`config.mk`:
```
export PLATFORM = sky130hd
export DESIGN_NAME = controller
export DESIGN_NICKNAME = d
export VERILOG_FILES = /design/src/hdl/cpu_pkg.sv /design/src/hdl/controller.sv
export SDC_FILE = /design/constraint.sdc
export NUM_CORES = 1
export LEC_CHECK = 0
export CORE_MARGIN = 4
export CORE_UTILIZATION = 50
export DETAILED_ROUTE_END_ITERATION = 10
export DONT_BUFFER_PORTS = 1
export GPL_TIMING_DRIVEN = 0
export MAX_ROUTING_LAYER = met4
export PLACE_DENSITY_LB_ADDON = 0.08
export SLEW_MARGIN = 20
export SYNTH_ARGS = -nofsm -noshare
export SYNTH_HDL_FRONTEND = slang
export SYNTH_SLANG_ARGS = --single-unit
```
`constraint.sdc`:
```
create_clock -name vclk -period 1.6
set_input_delay 0.24 -clock vclk [all_inputs]
set_output_delay 0.24 -clock vclk [all_outputs]
set_load 0.005 [all_outputs]
```
`src/hdl/cpu_pkg.sv`:
```
// ----------------------------
// Shared types and encodings for the byte CPU
// Field positions follow the six-ROM instruction layout
// ----------------------------
`default_nettype none

package cpu_pkg;

    typedef logic [7:0]  byte_t;    // Data byte on buses, regs, RAM
    typedef logic [15:0] addr_t;    // PC and data address bus
    typedef logic [47:0] instr_t;   // ROM6..ROM1 concatenated
    typedef logic [4:0]  alu_op_t;
    typedef logic [2:0]  dev_t;     // A or B source
    typedef logic [3:0]  tdev_t;    // Target device
    typedef logic [3:0]  cond_t;
    typedef logic [7:0]  flags_t;   // Bit 0 carry up to bit 7 ne

    typedef enum logic [1:0] {
        ST_IDLE,
        ST_RUN,
        ST_HALTED
    } run_state_t;

    // ----------------------------
    // Instruction field positions
    // ----------------------------
    localparam int IMMED_LSB  = 0;   // ROM1
    localparam int DADDR_LSB  = 8;   // ROM2 lo byte, ROM3 hi byte
    localparam int AMODE_BIT  = 24;  // High selects direct address
    localparam int INVERT_BIT = 27;  // Positive logic
    localparam int SETF_N_BIT = 28;  // Active low
    localparam int COND_LSB   = 29;  // Straddles ROM4 and ROM5
    localparam int BDEV_LSB   = 33;
    localparam int ADEV_LSB   = 36;
    localparam int TDEV_LSB   = 39;  // Straddles ROM5 and ROM6
    localparam int ALUOP_LSB  = 43;

    // Flag bit positions
    localparam int FLAG_C  = 0;
    localparam int FLAG_Z  = 1;
    localparam int FLAG_O  = 2;
    localparam int FLAG_N  = 3;
    localparam int FLAG_GT = 4;
    localparam int FLAG_LT = 5;
    localparam int FLAG_EQ = 6;
    localparam int FLAG_NE = 7;

    // ----------------------------
    // ALU operations
    // ----------------------------
    localparam alu_op_t ALU_ZERO   = 5'd0;
    localparam alu_op_t ALU_PASS_A = 5'd1;
    localparam alu_op_t ALU_PASS_B = 5'd2;
    localparam alu_op_t ALU_ADD    = 5'd3;
    localparam alu_op_t ALU_SUB_AB = 5'd4;   // A - B
    localparam alu_op_t ALU_SUB_BA = 5'd5;   // B - A
    localparam alu_op_t ALU_AND    = 5'd6;
    localparam alu_op_t ALU_OR     = 5'd7;
    localparam alu_op_t ALU_XOR    = 5'd8;
    localparam alu_op_t ALU_INC_A  = 5'd9;
    localparam alu_op_t ALU_DEC_A  = 5'd10;

    // A bus sources, 5 to 7 read as zero
    localparam dev_t ADEV_REGA  = 3'd0;
    localparam dev_t ADEV_REGB  = 3'd1;
    localparam dev_t ADEV_MARLO = 3'd2;
    localparam dev_t ADEV_MARHI = 3'd3;
    localparam dev_t ADEV_IN    = 3'd4;

    // B bus sources, 6 and 7 read as zero
    localparam dev_t BDEV_REGA  = 3'd0;
    localparam dev_t BDEV_REGB  = 3'd1;
    localparam dev_t BDEV_MARLO = 3'd2;
    localparam dev_t BDEV_MARHI = 3'd3;
    localparam dev_t BDEV_IMMED = 3'd4;
    localparam dev_t BDEV_RAM   = 3'd5;

    // Targets, 9 to 15 write nothing
    localparam tdev_t TDEV_REGA    = 4'd0;
    localparam tdev_t TDEV_REGB    = 4'd1;
    localparam tdev_t TDEV_MARLO   = 4'd2;
    localparam tdev_t TDEV_MARHI   = 4'd3;
    localparam tdev_t TDEV_OUT     = 4'd4;
    localparam tdev_t TDEV_RAM     = 4'd5;
    localparam tdev_t TDEV_HALT    = 4'd6;
    localparam tdev_t TDEV_PCHITMP = 4'd7;
    localparam tdev_t TDEV_PC      = 4'd8;

    // ----------------------------
    // Condition select, 11 to 15 always true
    // ----------------------------
    localparam cond_t COND_ALWAYS = 4'd0;
    localparam cond_t COND_CARRY  = 4'd1;
    localparam cond_t COND_ZERO   = 4'd2;
    localparam cond_t COND_OVF    = 4'd3;
    localparam cond_t COND_NEG    = 4'd4;
    localparam cond_t COND_GT     = 4'd5;
    localparam cond_t COND_LT     = 4'd6;
    localparam cond_t COND_EQ     = 4'd7;
    localparam cond_t COND_NE     = 4'd8;
    localparam cond_t COND_DI     = 4'd9;   // Input byte waiting
    localparam cond_t COND_DO     = 4'd10;  // Output can accept

endpackage

`default_nettype wire

```
`src/hdl/controller.sv`:
```
// ----------------------------
// Instruction decode and conditional execution
// All device selects are one-hot and active low
// ----------------------------
`default_nettype none

module controller (
    input  cpu_pkg::instr_t  instr,
    input  cpu_pkg::flags_t  flags,         // Latched by earlier instructions
    input  logic             di,
    input  logic             do_rdy,
    output cpu_pkg::alu_op_t alu_op,
    output cpu_pkg::byte_t   immed,
    output cpu_pkg::addr_t   direct_addr,
    output logic             addrmode_reg_n,
    output logic [7:0]       adev_sel_n,
    output logic [7:0]       bdev_sel_n,
    output logic [15:0]      tdev_sel_n,
    output logic             set_flags_n
);
    import cpu_pkg::*;

    cond_t       cond;
    logic        cond_invert;
    logic        set_flags_bit_n;
    dev_t        adev;
    dev_t        bdev;
    tdev_t       tdev;
    logic [15:0] cond_vec;      // One entry per condition index
    logic        cond_met;
    logic        exec;

    // ----------------------------
    // Field split
    // ----------------------------
    assign immed           = instr[IMMED_LSB +: $bits(byte_t)];
    assign direct_addr     = instr[DADDR_LSB +: $bits(addr_t)];
    assign addrmode_reg_n  = instr[AMODE_BIT];     // Low means MAR addressing
    assign cond_invert     = instr[INVERT_BIT];
    assign set_flags_bit_n = instr[SETF_N_BIT];
    assign cond            = instr[COND_LSB +: $bits(cond_t)];
    assign bdev            = instr[BDEV_LSB +: $bits(dev_t)];
    assign adev            = instr[ADEV_LSB +: $bits(dev_t)];
    assign tdev            = instr[TDEV_LSB +: $bits(tdev_t)];
    assign alu_op          = instr[ALUOP_LSB +: $bits(alu_op_t)];

    // ----------------------------
    // 16-way condition mux
    // ----------------------------
    always_comb begin
        cond_vec              = '1;              // Spare indices act as always
        cond_vec[COND_ALWAYS] = 1'b1;
        cond_vec[COND_CARRY]  = flags[FLAG_C];
        cond_vec[COND_ZERO]   = flags[FLAG_Z];
        cond_vec[COND_OVF]    = flags[FLAG_O];
        cond_vec[COND_NEG]    = flags[FLAG_N];
        cond_vec[COND_GT]     = flags[FLAG_GT];
        cond_vec[COND_LT]     = flags[FLAG_LT];
        cond_vec[COND_EQ]     = flags[FLAG_EQ];
        cond_vec[COND_NE]     = flags[FLAG_NE];
        cond_vec[COND_DI]     = di;
        cond_vec[COND_DO]     = do_rdy;
    end

    assign cond_met = cond_vec[cond];
    assign exec     = cond_met ^ cond_invert;    // Invert turns DO into not DO

    // Flags update only on an executed instruction that asks for it
    assign set_flags_n = ~(exec & ~set_flags_bit_n);

    // Source decoders run regardless of exec
    assign adev_sel_n = ~(8'd1 << adev);
    assign bdev_sel_n = ~(8'd1 << bdev);

    // Target decoder held off when the condition fails
    assign tdev_sel_n = exec ? ~(16'd1 << tdev) : '1;

endmodule

`default_nettype wire

```
# ---- Word-level counts from Yosys, hierarchy flattened
# Index checks and enable logic that the tools add are counted.
# Widths: inputs -> output; s select.
dict set report word_totals {
  regBits 0
  input_bits 58
  wordCells 14
}
dict set report op_classes {
  n_lt_le_gt_ge 1
  shifts 3
  mux 3
  bitwise 7
}
# cell count
set ops {}
lappend ops {{$mux 16} 1}
lappend ops {{$not 16->16} 1}
lappend ops {{$not 8->8} 2}
lappend ops {{$shl 1x3->8 const A} 2}
lappend ops {{$shl 1x4->16 const A} 1}
lappend ops {{$lt 4x5->1 const B} 1}
lappend ops {{$bmux 1 s4} 1}
lappend ops {{$not 1->1} 2}
lappend ops {{$and 1x1->1} 1}
lappend ops {{$mux 1} 1}
lappend ops {{$xor 1x1->1} 1}

# ---- Depth between registers and ports, before layout
# Gate-level depths: netlist of the first run.
dict set report depth {
  word_depth 5
  ltp_mapped 6
  depth_no_buf 4
}

# ---- Least setup slack after synthesis of the first run
# OpenSTA, ideal clock, no wires.
dict set report synth_timing {
  path_kind {input to output}
  from {in instr[29]}
  to {out tdev_sel_n[11]}
  t_arrival_ns 1.447
  t_required_ns 1.360
  path_slack_ns -0.087
  stages 5
  path_cell_list {mux4_2 -> nor2_4 -> buf_6 -> mux2i_1 -> nor3_2}
}
dict set report synth_between {
  elab_chain_len 4
}
# item line
set synth_lines {}
lappend synth_lines {{from (decl)} controller.sv:8} ;# input cpu_pkg::instr_t instr,
lappend synth_lines {{$bmux 1 s4} controller.sv:65} ;# assign cond_met = cond_vec[cond];
lappend synth_lines {{$mux 1 (implied by the code)} controller.sv:65}
lappend synth_lines {{$xor 1x1->1} controller.sv:66} ;# assign exec = cond_met ^ cond_invert;
lappend synth_lines {{$mux 16} controller.sv:76} ;# assign tdev_sel_n = exec ? ~(16'd1 << tdev) : '1;
lappend synth_lines {{to (decl)} controller.sv:18} ;# output logic [15:0] tdev_sel_n,
# Every way passes these cells. The select of a mux whose other input is x is not followed.

# ---- Worst setup path in the final report of the first run
dict set report layout_timing {
  from {in instr[29]}
  to {out tdev_sel_n[2]}
}
# The elaborated chain is that of the path after synthesis.

==> summary.txt, run 1 <==
Critical path
  – Crit path DAT: 1450 ps
  – WP data required: 1360 ps
  – CP Launch Type: input pin
  – Worst setup EP type: output port
  – Setup Crit Path Kind: input pin to output port
  – Crit Path Max Fanout: 10

Run
  – Max cap viols: 0

Detailed routing
  – Via Count: about 1,400
  – 1st-pass router iterations: 4
  – Final ANT Viol Nets: 0
  – Routed WL: 4.012 mm
  – DR DRC count: 0
  – Vias/cell: 6.026
  – First DRT Iteration DRCs: 95
  – DR WL/cell: 17.15 um

Timing
  – Relative slew margins: 46.21%
  – Post-route setup slack: -91.49 ps
  – RSZ-0062 raised after global routing: true
  – Worst-margin pin slew: 805.1 ps
  – Final min period: between 1500 and 2000 ps
  – # setup viols final: 17
  – Fin crit share: 105.7%
  – Pins Over Slew Limit: 0
  – Final Hold Viols: 0
  – Setup TNS: -864.9 ps
  – Fmax: 591.2 MHz

Logic synthesis
  – Share of the synthesized area in the top cell type: 17.21%
  – Complex-gate fraction of the synthesized area: 0%
  – Netlist area before placement: ~1300 sq um
  – Synth area leaders: buf_4 (17%), nand2_1 (15%), mux2i_1 (14%)
  – Unique masters post-synth: 23
  – Sequential cell area fraction in the yosys report: 0%
  – Mux contribution to synthesized area: 17.21%
  – Syn_nets: 260
  – Syn avg cell area: 6.479 sq um
  – Synth Area in Adders: 0%
  – Mapped Cells: ~200
  – Synth Area in Simple Gates: 60.04%
  – Largest family of logic cells by synthesized area: simple AND/OR/NAND/NOR gates
  – Yosys Warn Count: 0
  – Post-synth top area cell: buf_4
  – XOR/XNOR Fraction of Synth Area: 0%

Global route
  – Vias in the first global route: 1,369
  – Global-route wire length before repair: 6.058 mm
  – Grt ovf: 0
  – Initial antenna violation count: 0
  – Total global-route track usage: 21.90%
  – Largest net degree at the start of global routing: 11

Run status
  – Failing checks: negative setup slack
  – Outcome: finished, violations left

Cells and area
  – Util after Layout: 59.09%
  – Filler cells: between 200 and 250
  – Final nets: 264
  – Diodes inserted: 0
  – Layout cells sized above 1: 36.27%
  – Clock buf count: 0
  – Flip-flop and latch area: 0 sq um
  – Area growth, synth to finish: 11.85%
  – FFs & Latches: 0
  – Area taken by multi-input logic gates: between 1000 and 1500 sq um
  – Post-route design area: between 1000 and 1500 sq um

Min path
  – HP Class: input pin to output port

Placement
  – Placed inst area: 1346 sq um
  – GPL Wtd Cong: 0.8831
  – DP Wirelength: between 3 and 4 mm
  – PortBufs: 0

Die
  – Top-Level Pins: 121
  – Die W: between 50 and 60 um
  – DIE AREA: between 3000 and 4000 sq um
  – Die extent in y: 59.16 um
  – Row cnt: 18
  – Core area: 2477 sq um
  – Starting Density: 52.83%

Power
  – Pleak: ~0.00061 uW
  – Maximum vdd drop: 155.4 uV
  – Power Density: between 200 and 250 nW/um^2

Clock network
  – Hold Buf Count CTS: 0
-- cells by family after synthesis --
kind of cell	count (synthesis)
muxes	20
and+or+nand+nor	139
buffers and inverters	43
-- worst max-delay path, cell delays in order --
cell and delay, ps:
mux4_2 510, nor2_4 180, buf_8 180, mux2i_2 250
nor3_2 80
-- placed cells by master (no fill, tap or decap) --
cell type,synthesis,layout
buf_2,1,1
buf_4,30,32
buf_8,0,1
nor3_2,13,17
mux2i_1,18,14
or3_1,2,2
mux2i_2,0,4
nor3b_4,0,1
nor2_4,1,1
and3b_1,6,6
nor3_1,5,1
clkbuf_1,7,4
or3b_2,4,4
buf_1,2,2
mux4_2,2,2
clkbuf_2,0,2
nor3b_1,6,2
nor3b_2,0,3
nor2b_1,1,1
nor4b_1,1,1
buf_6,3,3
nand2_1,51,51
and3_1,18,18
nor4_1,3,1
nor2_1,19,19
nor4_2,0,2
nand3b_1,6,6
nand3_1,2,2
nor4bb_4,0,1
-- synth_stat cells --
library cell,count
mux4_2,2
buf_6,3
nor4_1,3
nand3_1,2
nor3_1,5
nor2_1,19
or3_1,2
nor2_4,1
nor3b_1,6
nor4b_1,1
and3b_1,6
mux2i_1,18
nor3_2,13
buf_4,30
clkbuf_1,7
and3_1,18
nor2b_1,1
buf_1,2
nand2_1,51
nand3b_1,6
nor4bb_1,1
or3b_2,4
buf_2,1
-- area by class of cell --
| class | instances | share of cell area, % |
|---|---|---|
| multi-input cells | 159 | 75.13 |
| plain buffers | 42 | 20.51 |
| well taps | 30 | 2.564 |
| repair buffers | 3 | 1.795 |
-- path summary, 6_finish.rpt --
kind                      start  depth (start not counted)            end  slack [ps]
worst max-delay path  instr[29]                          5  tdev_sel_n[2]         -90
worst min-delay path  instr[34]                          1  bdev_sel_n[2]         530
-- metrics by stage --
step	std cells	hold WS, ps	worst slack, ps	power (uW)
2_1_floorplan	202	521.0	-87.32	220.8
3_3_place_gp	232	530.0	-213.1	260.9
3_5_place_dp	232	529.5	-332.2	263.1
4_1_cts	234	529.6	-91.29	283.7
5_1_grt	234	538.7	-145.5	313.9
6_report	234	528.3	-91.49	292.8
-- per-layer routing --
layer	up-vias	track usage, %	wire length, um
li1	667	-	-
met1	644	25.98	1468
met2	99	42.11	2130
met3	0	0.6536	413
met4	0	1.942	0
met5	-	-	0
-- where the power goes --
group	leakage [uW]	internal, uW	switching (uW)	total [uW]
sequential	0	0	0	0
clock	0	0	0	0
combinational	0.000605	147	146	293
-- timing repair --
item / 4_1_cts / 5_1_grt
gates resized for setup: 15 / 6
pin swaps: 2 / 4
setup buffers: 2 / 1
endpoints found under the setup margin: 17 / 17
No activity file was read; power rests on OpenSTA's default activity.
==> run 2, diff against run 1 <==
--- a/config.mk
+++ b/config.mk
@@ -11,7 +11,7 @@
 export DONT_BUFFER_PORTS = 1
 export GPL_TIMING_DRIVEN = 0
 export MAX_ROUTING_LAYER = met4
-export PLACE_DENSITY_LB_ADDON = 0.08
+export PLACE_DENSITY = 0.7
 export SLEW_MARGIN = 20
 export SYNTH_ARGS = -nofsm -noshare
 export SYNTH_HDL_FRONTEND = slang
==> run 2 against run 1 <==
The flow still finishes with violations (negative setup slack). Critical endpoint is now tdev_sel_n[9]. Wire length decreased by 7.4%. Non-clock buffer count increased by 1. Critical path depth unchanged. Highest routed layer unchanged. Core utilization decreased by 0.45 points. Count of clock-buffer cells in the layout unchanged.
==> summary.txt, run 2 (synthesis gave the netlist of run 1 again) <==
Timing
  – Worst-margin pin slew: 840.1 ps (+34.95 ps)
  – Relative slew margins: 43.87% (-2.3 points)
  – Post-route setup slack: -70.37 ps (+21.11 ps)
  – # setup viols final: 16 (-1)
  – RSZ-0062 raised after global routing: true
  – Fmax: 598.7 MHz (+1.3%)
  – Final min period: 1670 ps (-21.11 ps)
  – Final Hold Viols: 0 (unchanged)
  – Pins Over Slew Limit: 0 (unchanged)
  – Fin crit share: 104.4% (-1.3 points)

Die
  – Core area: 2477 sq um (unchanged)
  – Die extent in y: 59.16 um (unchanged)
  – Die W: 59.16 um (unchanged)
  – Row cnt: 18 (unchanged)
  – DIE AREA: 3500 sq um (unchanged)
  – Starting Density: 52.83% (unchanged)
  – Top-Level Pins: 121 (unchanged)

Detailed routing
  – Final ANT Viol Nets: 0 (unchanged)
  – DR WL/cell: 15.81 um (-7.8%)
  – Via Count: 1,391 (-1.3%)
  – Routed WL: 3.715 mm (-7.4%)
  – First DRT Iteration DRCs: 51 (-46%)
  – 1st-pass router iterations: 4 (unchanged)
  – Vias/cell: 5.919 (-1.8%)
  – DR DRC count: 0 (unchanged)

Power
  – Total power: 286.9 uW (-2.0%)
  – Pleak: 0.0005932 uW (-2.0%)
  – Maximum vdd drop: 138.1 uV (-11%)
  – Power Density: 197.5 nW/um^2 (-1.3%)

Cells and area
  – Diodes inserted: 0 (unchanged)
  – Layout cells sized above 1: 35.61% (-0.66 points)
  – Final nets: 265 (+0.38%)
  – Most frequent cells in the layout: nand2_1 (51), buf_4 (33), nor2_1 (19)
  – Flip-flop and latch area: 0 sq um (unchanged)
  – Filler cells: 233 (+4.5%)
  – Commonest non-fill, non-tap cell in the layout: nand2_1
  – Clock buf count: 0 (unchanged)
  – FFs & Latches: 0 (unchanged)
  – Area growth, synth to finish: 10.99%

Critical path
  – CP Launch Type: input pin
  – Crit path DAT: 1430 ps (-20 ps)
  – Setup Crit Path Kind: input pin to output port
  – WP data required: 1360 ps (about the same)
  – Worst setup EP type: output port
  – Crit Path Max Fanout: 10 (unchanged)

Run
  – Max cap viols: 0 (unchanged)

Global route
  – Largest net degree at the start of global routing: 11 (unchanged)
  – Vias in the first global route: 1,218 (-11%)
  – Initial antenna violation count: 0 (unchanged)
  – Global-route wire length before repair: 5.319 mm (-12%)
  – Total global-route track usage: 18.95% (-3.0 points)
  – Grt ovf: 0 (unchanged)

Run status
  – Outcome: finished, violations left
  – Failing checks: negative setup slack

Placement
  – PortBufs: 0 (unchanged)
  – DP Worst Slack: -238.0 ps (+94.19 ps)
  – DP Wirelength: 2.910 mm (-4.5%)
  – GPL Wtd Cong: 0.8637 (-2.2%)

Min path
  – HP Class: input pin to output port
run 2: metrics by stage:
stage               utilization [%]  cell area, sq um  cells  setup TNS [ps]  hold slack [ps]
global placement              54.34              1346    232           -2548            530.0
global route                  58.64              1453    235           -1462            527.2
CTS                           56.72              1405    234           -1243            525.4
floorplan                         -              1309    202          -873.2            521.0
finish                        58.64              1453    235          -801.1            524.8
detailed placement            54.34              1346    232           -3275            525.4
run 2: area by class of cell:
class,instances,area [sq um],area share [%]
well taps,30,37.54,2.584
multi-input cells,159,1089,74.94
repair buffers,3,22.52,1.550
plain buffers,43,304.0,20.93
run 2: path summary, 6_finish.rpt:
path / from / endpoint / slack (ps) / depth (start not counted)
min: instr[37] / adev_sel_n[2] / 520 / 1
max: instr[29] / tdev_sel_n[9] / -70 / 5
run 2: power breakdown:
part	internal, uW	switching, uW
sequential	0	0
combinational	144	143
clock	0	0
total	144	143
run 2: timing repair:
action	4_1_cts	5_1_grt
pin swaps	4	3
hold buffers	0	0
gates resized for setup	10	9
setup buffers	2	1
setup endpoints to repair	17	17
run 2: critical path, cell delays in order:
cell,delay (ps)
mux4_2,520
nor2_4,180
buf_8,180
mux2i_1,90
nor3_2,210
run 2: routing by layer:
metal	vias up	share of wire [%]	GRT usage (%)
met5	-	0	-
met4	0	0	2.265
met3	0	8.0	0.6536
met2	78	55	36.91
met1	645	36	21.77
li1	668	-	-
==> run 3, diff against run 2 <==
--- a/config.mk
+++ b/config.mk
@@ -5,13 +5,15 @@
 export SDC_FILE = /design/constraint.sdc
 export NUM_CORES = 1
 export LEC_CHECK = 0
+export CELL_PAD_IN_SITES_DETAIL_PLACEMENT = 2
+export CELL_PAD_IN_SITES_GLOBAL_PLACEMENT = 2
 export CORE_MARGIN = 4
-export CORE_UTILIZATION = 50
+export CORE_UTILIZATION = 31
 export DETAILED_ROUTE_END_ITERATION = 10
 export DONT_BUFFER_PORTS = 1
 export GPL_TIMING_DRIVEN = 0
 export MAX_ROUTING_LAYER = met4
-export PLACE_DENSITY = 0.7
+export PLACE_DENSITY = 0.88
 export SLEW_MARGIN = 20
 export SYNTH_ARGS = -nofsm -noshare
 export SYNTH_HDL_FRONTEND = slang
==> constraint.sdc (replaced) <==
create_clock -name vclk -period 1.9
set_input_delay 0.285 -clock vclk [all_inputs]
set_output_delay 0.285 -clock vclk [all_outputs]
set_load 0.005 [all_outputs]
==> run 3 against run 2 <==
The run now ends clean. Wire length grew 23%. Critical path depth is the same. Power shrank 18%. First-iteration DRC count shrank 22%. Via count grew 1.5%. Worst setup slack better by 150 ps. Combinational power down 18%. Sequential share of layout area unchanged. Die area rose by 52%. Non-clock buffer count down 1.
==> summary.txt, run 3 (synthesis gave the netlist of run 1 again) <==
Global route
  – M2 GR Usage: 30.06% (-6.8 points)
  – Initial antenna violation count: 0 (unchanged)
  – Grt met3 use: 0.9642% (+0.31 points)
  – Largest net degree at the start of global routing: 11 (unchanged)
  – Total global-route track usage: 16.04% (-2.9 points)
  – M1 GR Usage: 19.98% (-1.8 points)
  – Vias in the first global route: 1,418 (+16%)
  – Most crowded layer after global routing: met2
  – Grt ovf: 0 (unchanged)
  – Global-route wire length before repair: 6.775 mm (+27%)

Detailed routing
  – 1st-pass router iterations: 4 (unchanged)
  – First DRT Iteration DRCs: 40 (-22%)
  – Vias/cell: 5.559 (-6.1%)
  – DR WL/cell: 17.96 um (+14%)
  – Via Count: 1,412 (+1.5%)
  – Routed WL: 4.563 mm (+23%)
  – Final ANT Viol Nets: 0 (unchanged)
  – DR DRC count: 0 (unchanged)

Critical path
  – CP startpoint: instr[29]
  – CP peak stage delay: 520 ps (about the same)
  – Worst setup EP type: output port
  – Crit path max-delay cell type: mux4_2
  – Cell Chain, Critical Path: mux4_2 > nor2_4 > buf_6 > mux2i_1 > nor3_2
  – CP delay by family, top: multiplexers
  – Crit Path Max Fanout: 10 (unchanged)
  – Crit path depth: 5 (unchanged)
  – Critical path destination: tdev_sel_n[7]
  – Buf+Inv Stages, Crit Path: 1 (unchanged)
  – CP Launch Type: input pin
  – WP data required: 1620 ps (+260 ps)
  – Setup Crit Path Kind: input pin to output port
  – Crit path DAT: 1530 ps (+100 ps)

Cells and area
  – Final nets: 264 (-0.38%)
  – Layout cells sized above 1: 30.39% (-5.2 points)
  – Filler cells: 534 (+130%)
  – Area growth, synth to finish: 7.648%
  – Most frequent cells in the layout: nand2_1 (51), buf_4 (32), nor2_1 (19)
  – Clock buf count: 0 (unchanged)
  – Flip-flop and latch area: 0 sq um (unchanged)
  – Diodes inserted: 0 (unchanged)
  – FFs & Latches: 0 (unchanged)
  – Util after Layout: 34.97% (-24 points)
  – Commonest non-fill, non-tap cell in the layout: nand2_1

Power
  – Maximum vdd drop: 100.4 uV (-27%)
  – Total power: 236.5 uW (-18%)
  – Pleak: 0.0005810 uW (-2.1%)
  – Power Density: 167.9 nW/um^2 (-15%)

Min path
  – HP Class: input pin to output port

Timing
  – Final min period: 1819 ps
  – Fmax: 549.8 MHz
  – Setup TNS: 0 ps (+801.1 ps)
  – # setup viols final: 0 (-16)
  – Worst hold slack: 615.5 ps (+90.62 ps)
  – Worst-margin pin slew: 950.4 ps (+110.3 ps)
  – Post-route setup slack: 81.04 ps (+151.4 ps)
  – Relative slew margins: 36.51% (-7.4 points)
  – Final Hold Viols: 0 (unchanged)
  – RSZ-0062 raised after global routing: false
  – Fin crit share: 95.73%
  – Pins Over Slew Limit: 0 (unchanged)

Die
  – Top-Level Pins: 121 (unchanged)
  – Starting Density: 32.48% (-20 points)
  – DIE AREA: 5325 sq um (+52%)
  – Core area: 4029 sq um (+63%)
  – Die extent in y: 72.98 um (+23%)
  – Die W: 72.98 um (+23%)
  – Row cnt: 23 (+5)

Run status
  – Outcome: finished clean

Placement
  – DP Worst Slack: -242.9 ps (-4.958 ps)
  – DP Wirelength: 3.588 mm (+23%)
  – GPL Wtd Cong: 0.7965 (-7.8%)
  – PortBufs: 0 (unchanged)

Clock network
  – Hold Buf Count CTS: 0 (unchanged)

Run
  – Max cap viols: 0 (unchanged)
## run 3: cell count changes in the layout (fill, tap and decap cells not counted)
cell     before  now
mux2i_2       3    0
nor3b_1       2    3
nor3b_2       4    3
and3_1       17   18
buf_4        33   32
nor4_1        1    3
buf_8         1    0
and3_4        1    0
buf_6         2    3
nor4_2        1    0
nor3_2       17   14
mux2i_1      15   18
nor4_4        1    0
nor3_1        1    4
## run 3: cell type report
class	count	area (sq um)	area share, %
plain buffers	43	300.3	21.31
well taps	50	62.56	4.441
repair buffers	2	15.01	1.066
multi-input cells	159	1031	73.18
## run 3: repair_timing
action / 4_1_cts / 5_1_grt
setup endpoints to repair: 16 / 12
buffers inserted: 2 / 0
pin swaps: 1 / 0
gates resized for setup: 5 / 2
## run 3: routing by layer
| metal | vias up | share of wire [%] |
|---|---|---|
| met4 | 0 | 0 |
| met1 | 678 | 40 |
| met5 | - | 0 |
| met3 | 0 | 8.0 |
| li1 | 667 | - |
| met2 | 67 | 52 |
## run 3: worst min path at each step
| stage | start | slack (ps) | cells after the start | to |
|---|---|---|---|---|
| 6_report | instr[34] | 620 | 1 | bdev_sel_n[2] |
| 5_1_grt | instr[34] | 620 | 1 | bdev_sel_n[2] |
| 4_1_cts | instr[34] | 620 | 1 | bdev_sel_n[2] |
| 3_5_place_dp | instr[34] | 620 | 1 | bdev_sel_n[2] |
| 3_3_place_gp | instr[34] | 620 | 1 | bdev_sel_n[2] |
| 2_1_floorplan | instr[37] | 610 | 1 | adev_sel_n[2] |
## run 3: metrics by stage
stage          instances  cell area, sq um
6_report             254              1409
5_1_grt              254              1409
4_1_cts              254              1408
3_5_place_dp         252              1371
2_1_floorplan        202              1309
3_3_place_gp         252              1371
## run 3: where the power goes
| group | total (uW) | switching, uW | leakage, uW | internal (uW) |
|---|---|---|---|---|
| Sequential | 0 | 0 | 0 | 0 |
| Clock | 0 | 0 | 0 | 0 |
| Combinational | 236 | 123 | 0.000581 | 114 |
| Total | 236 | 123 | 0.000581 | 114 |
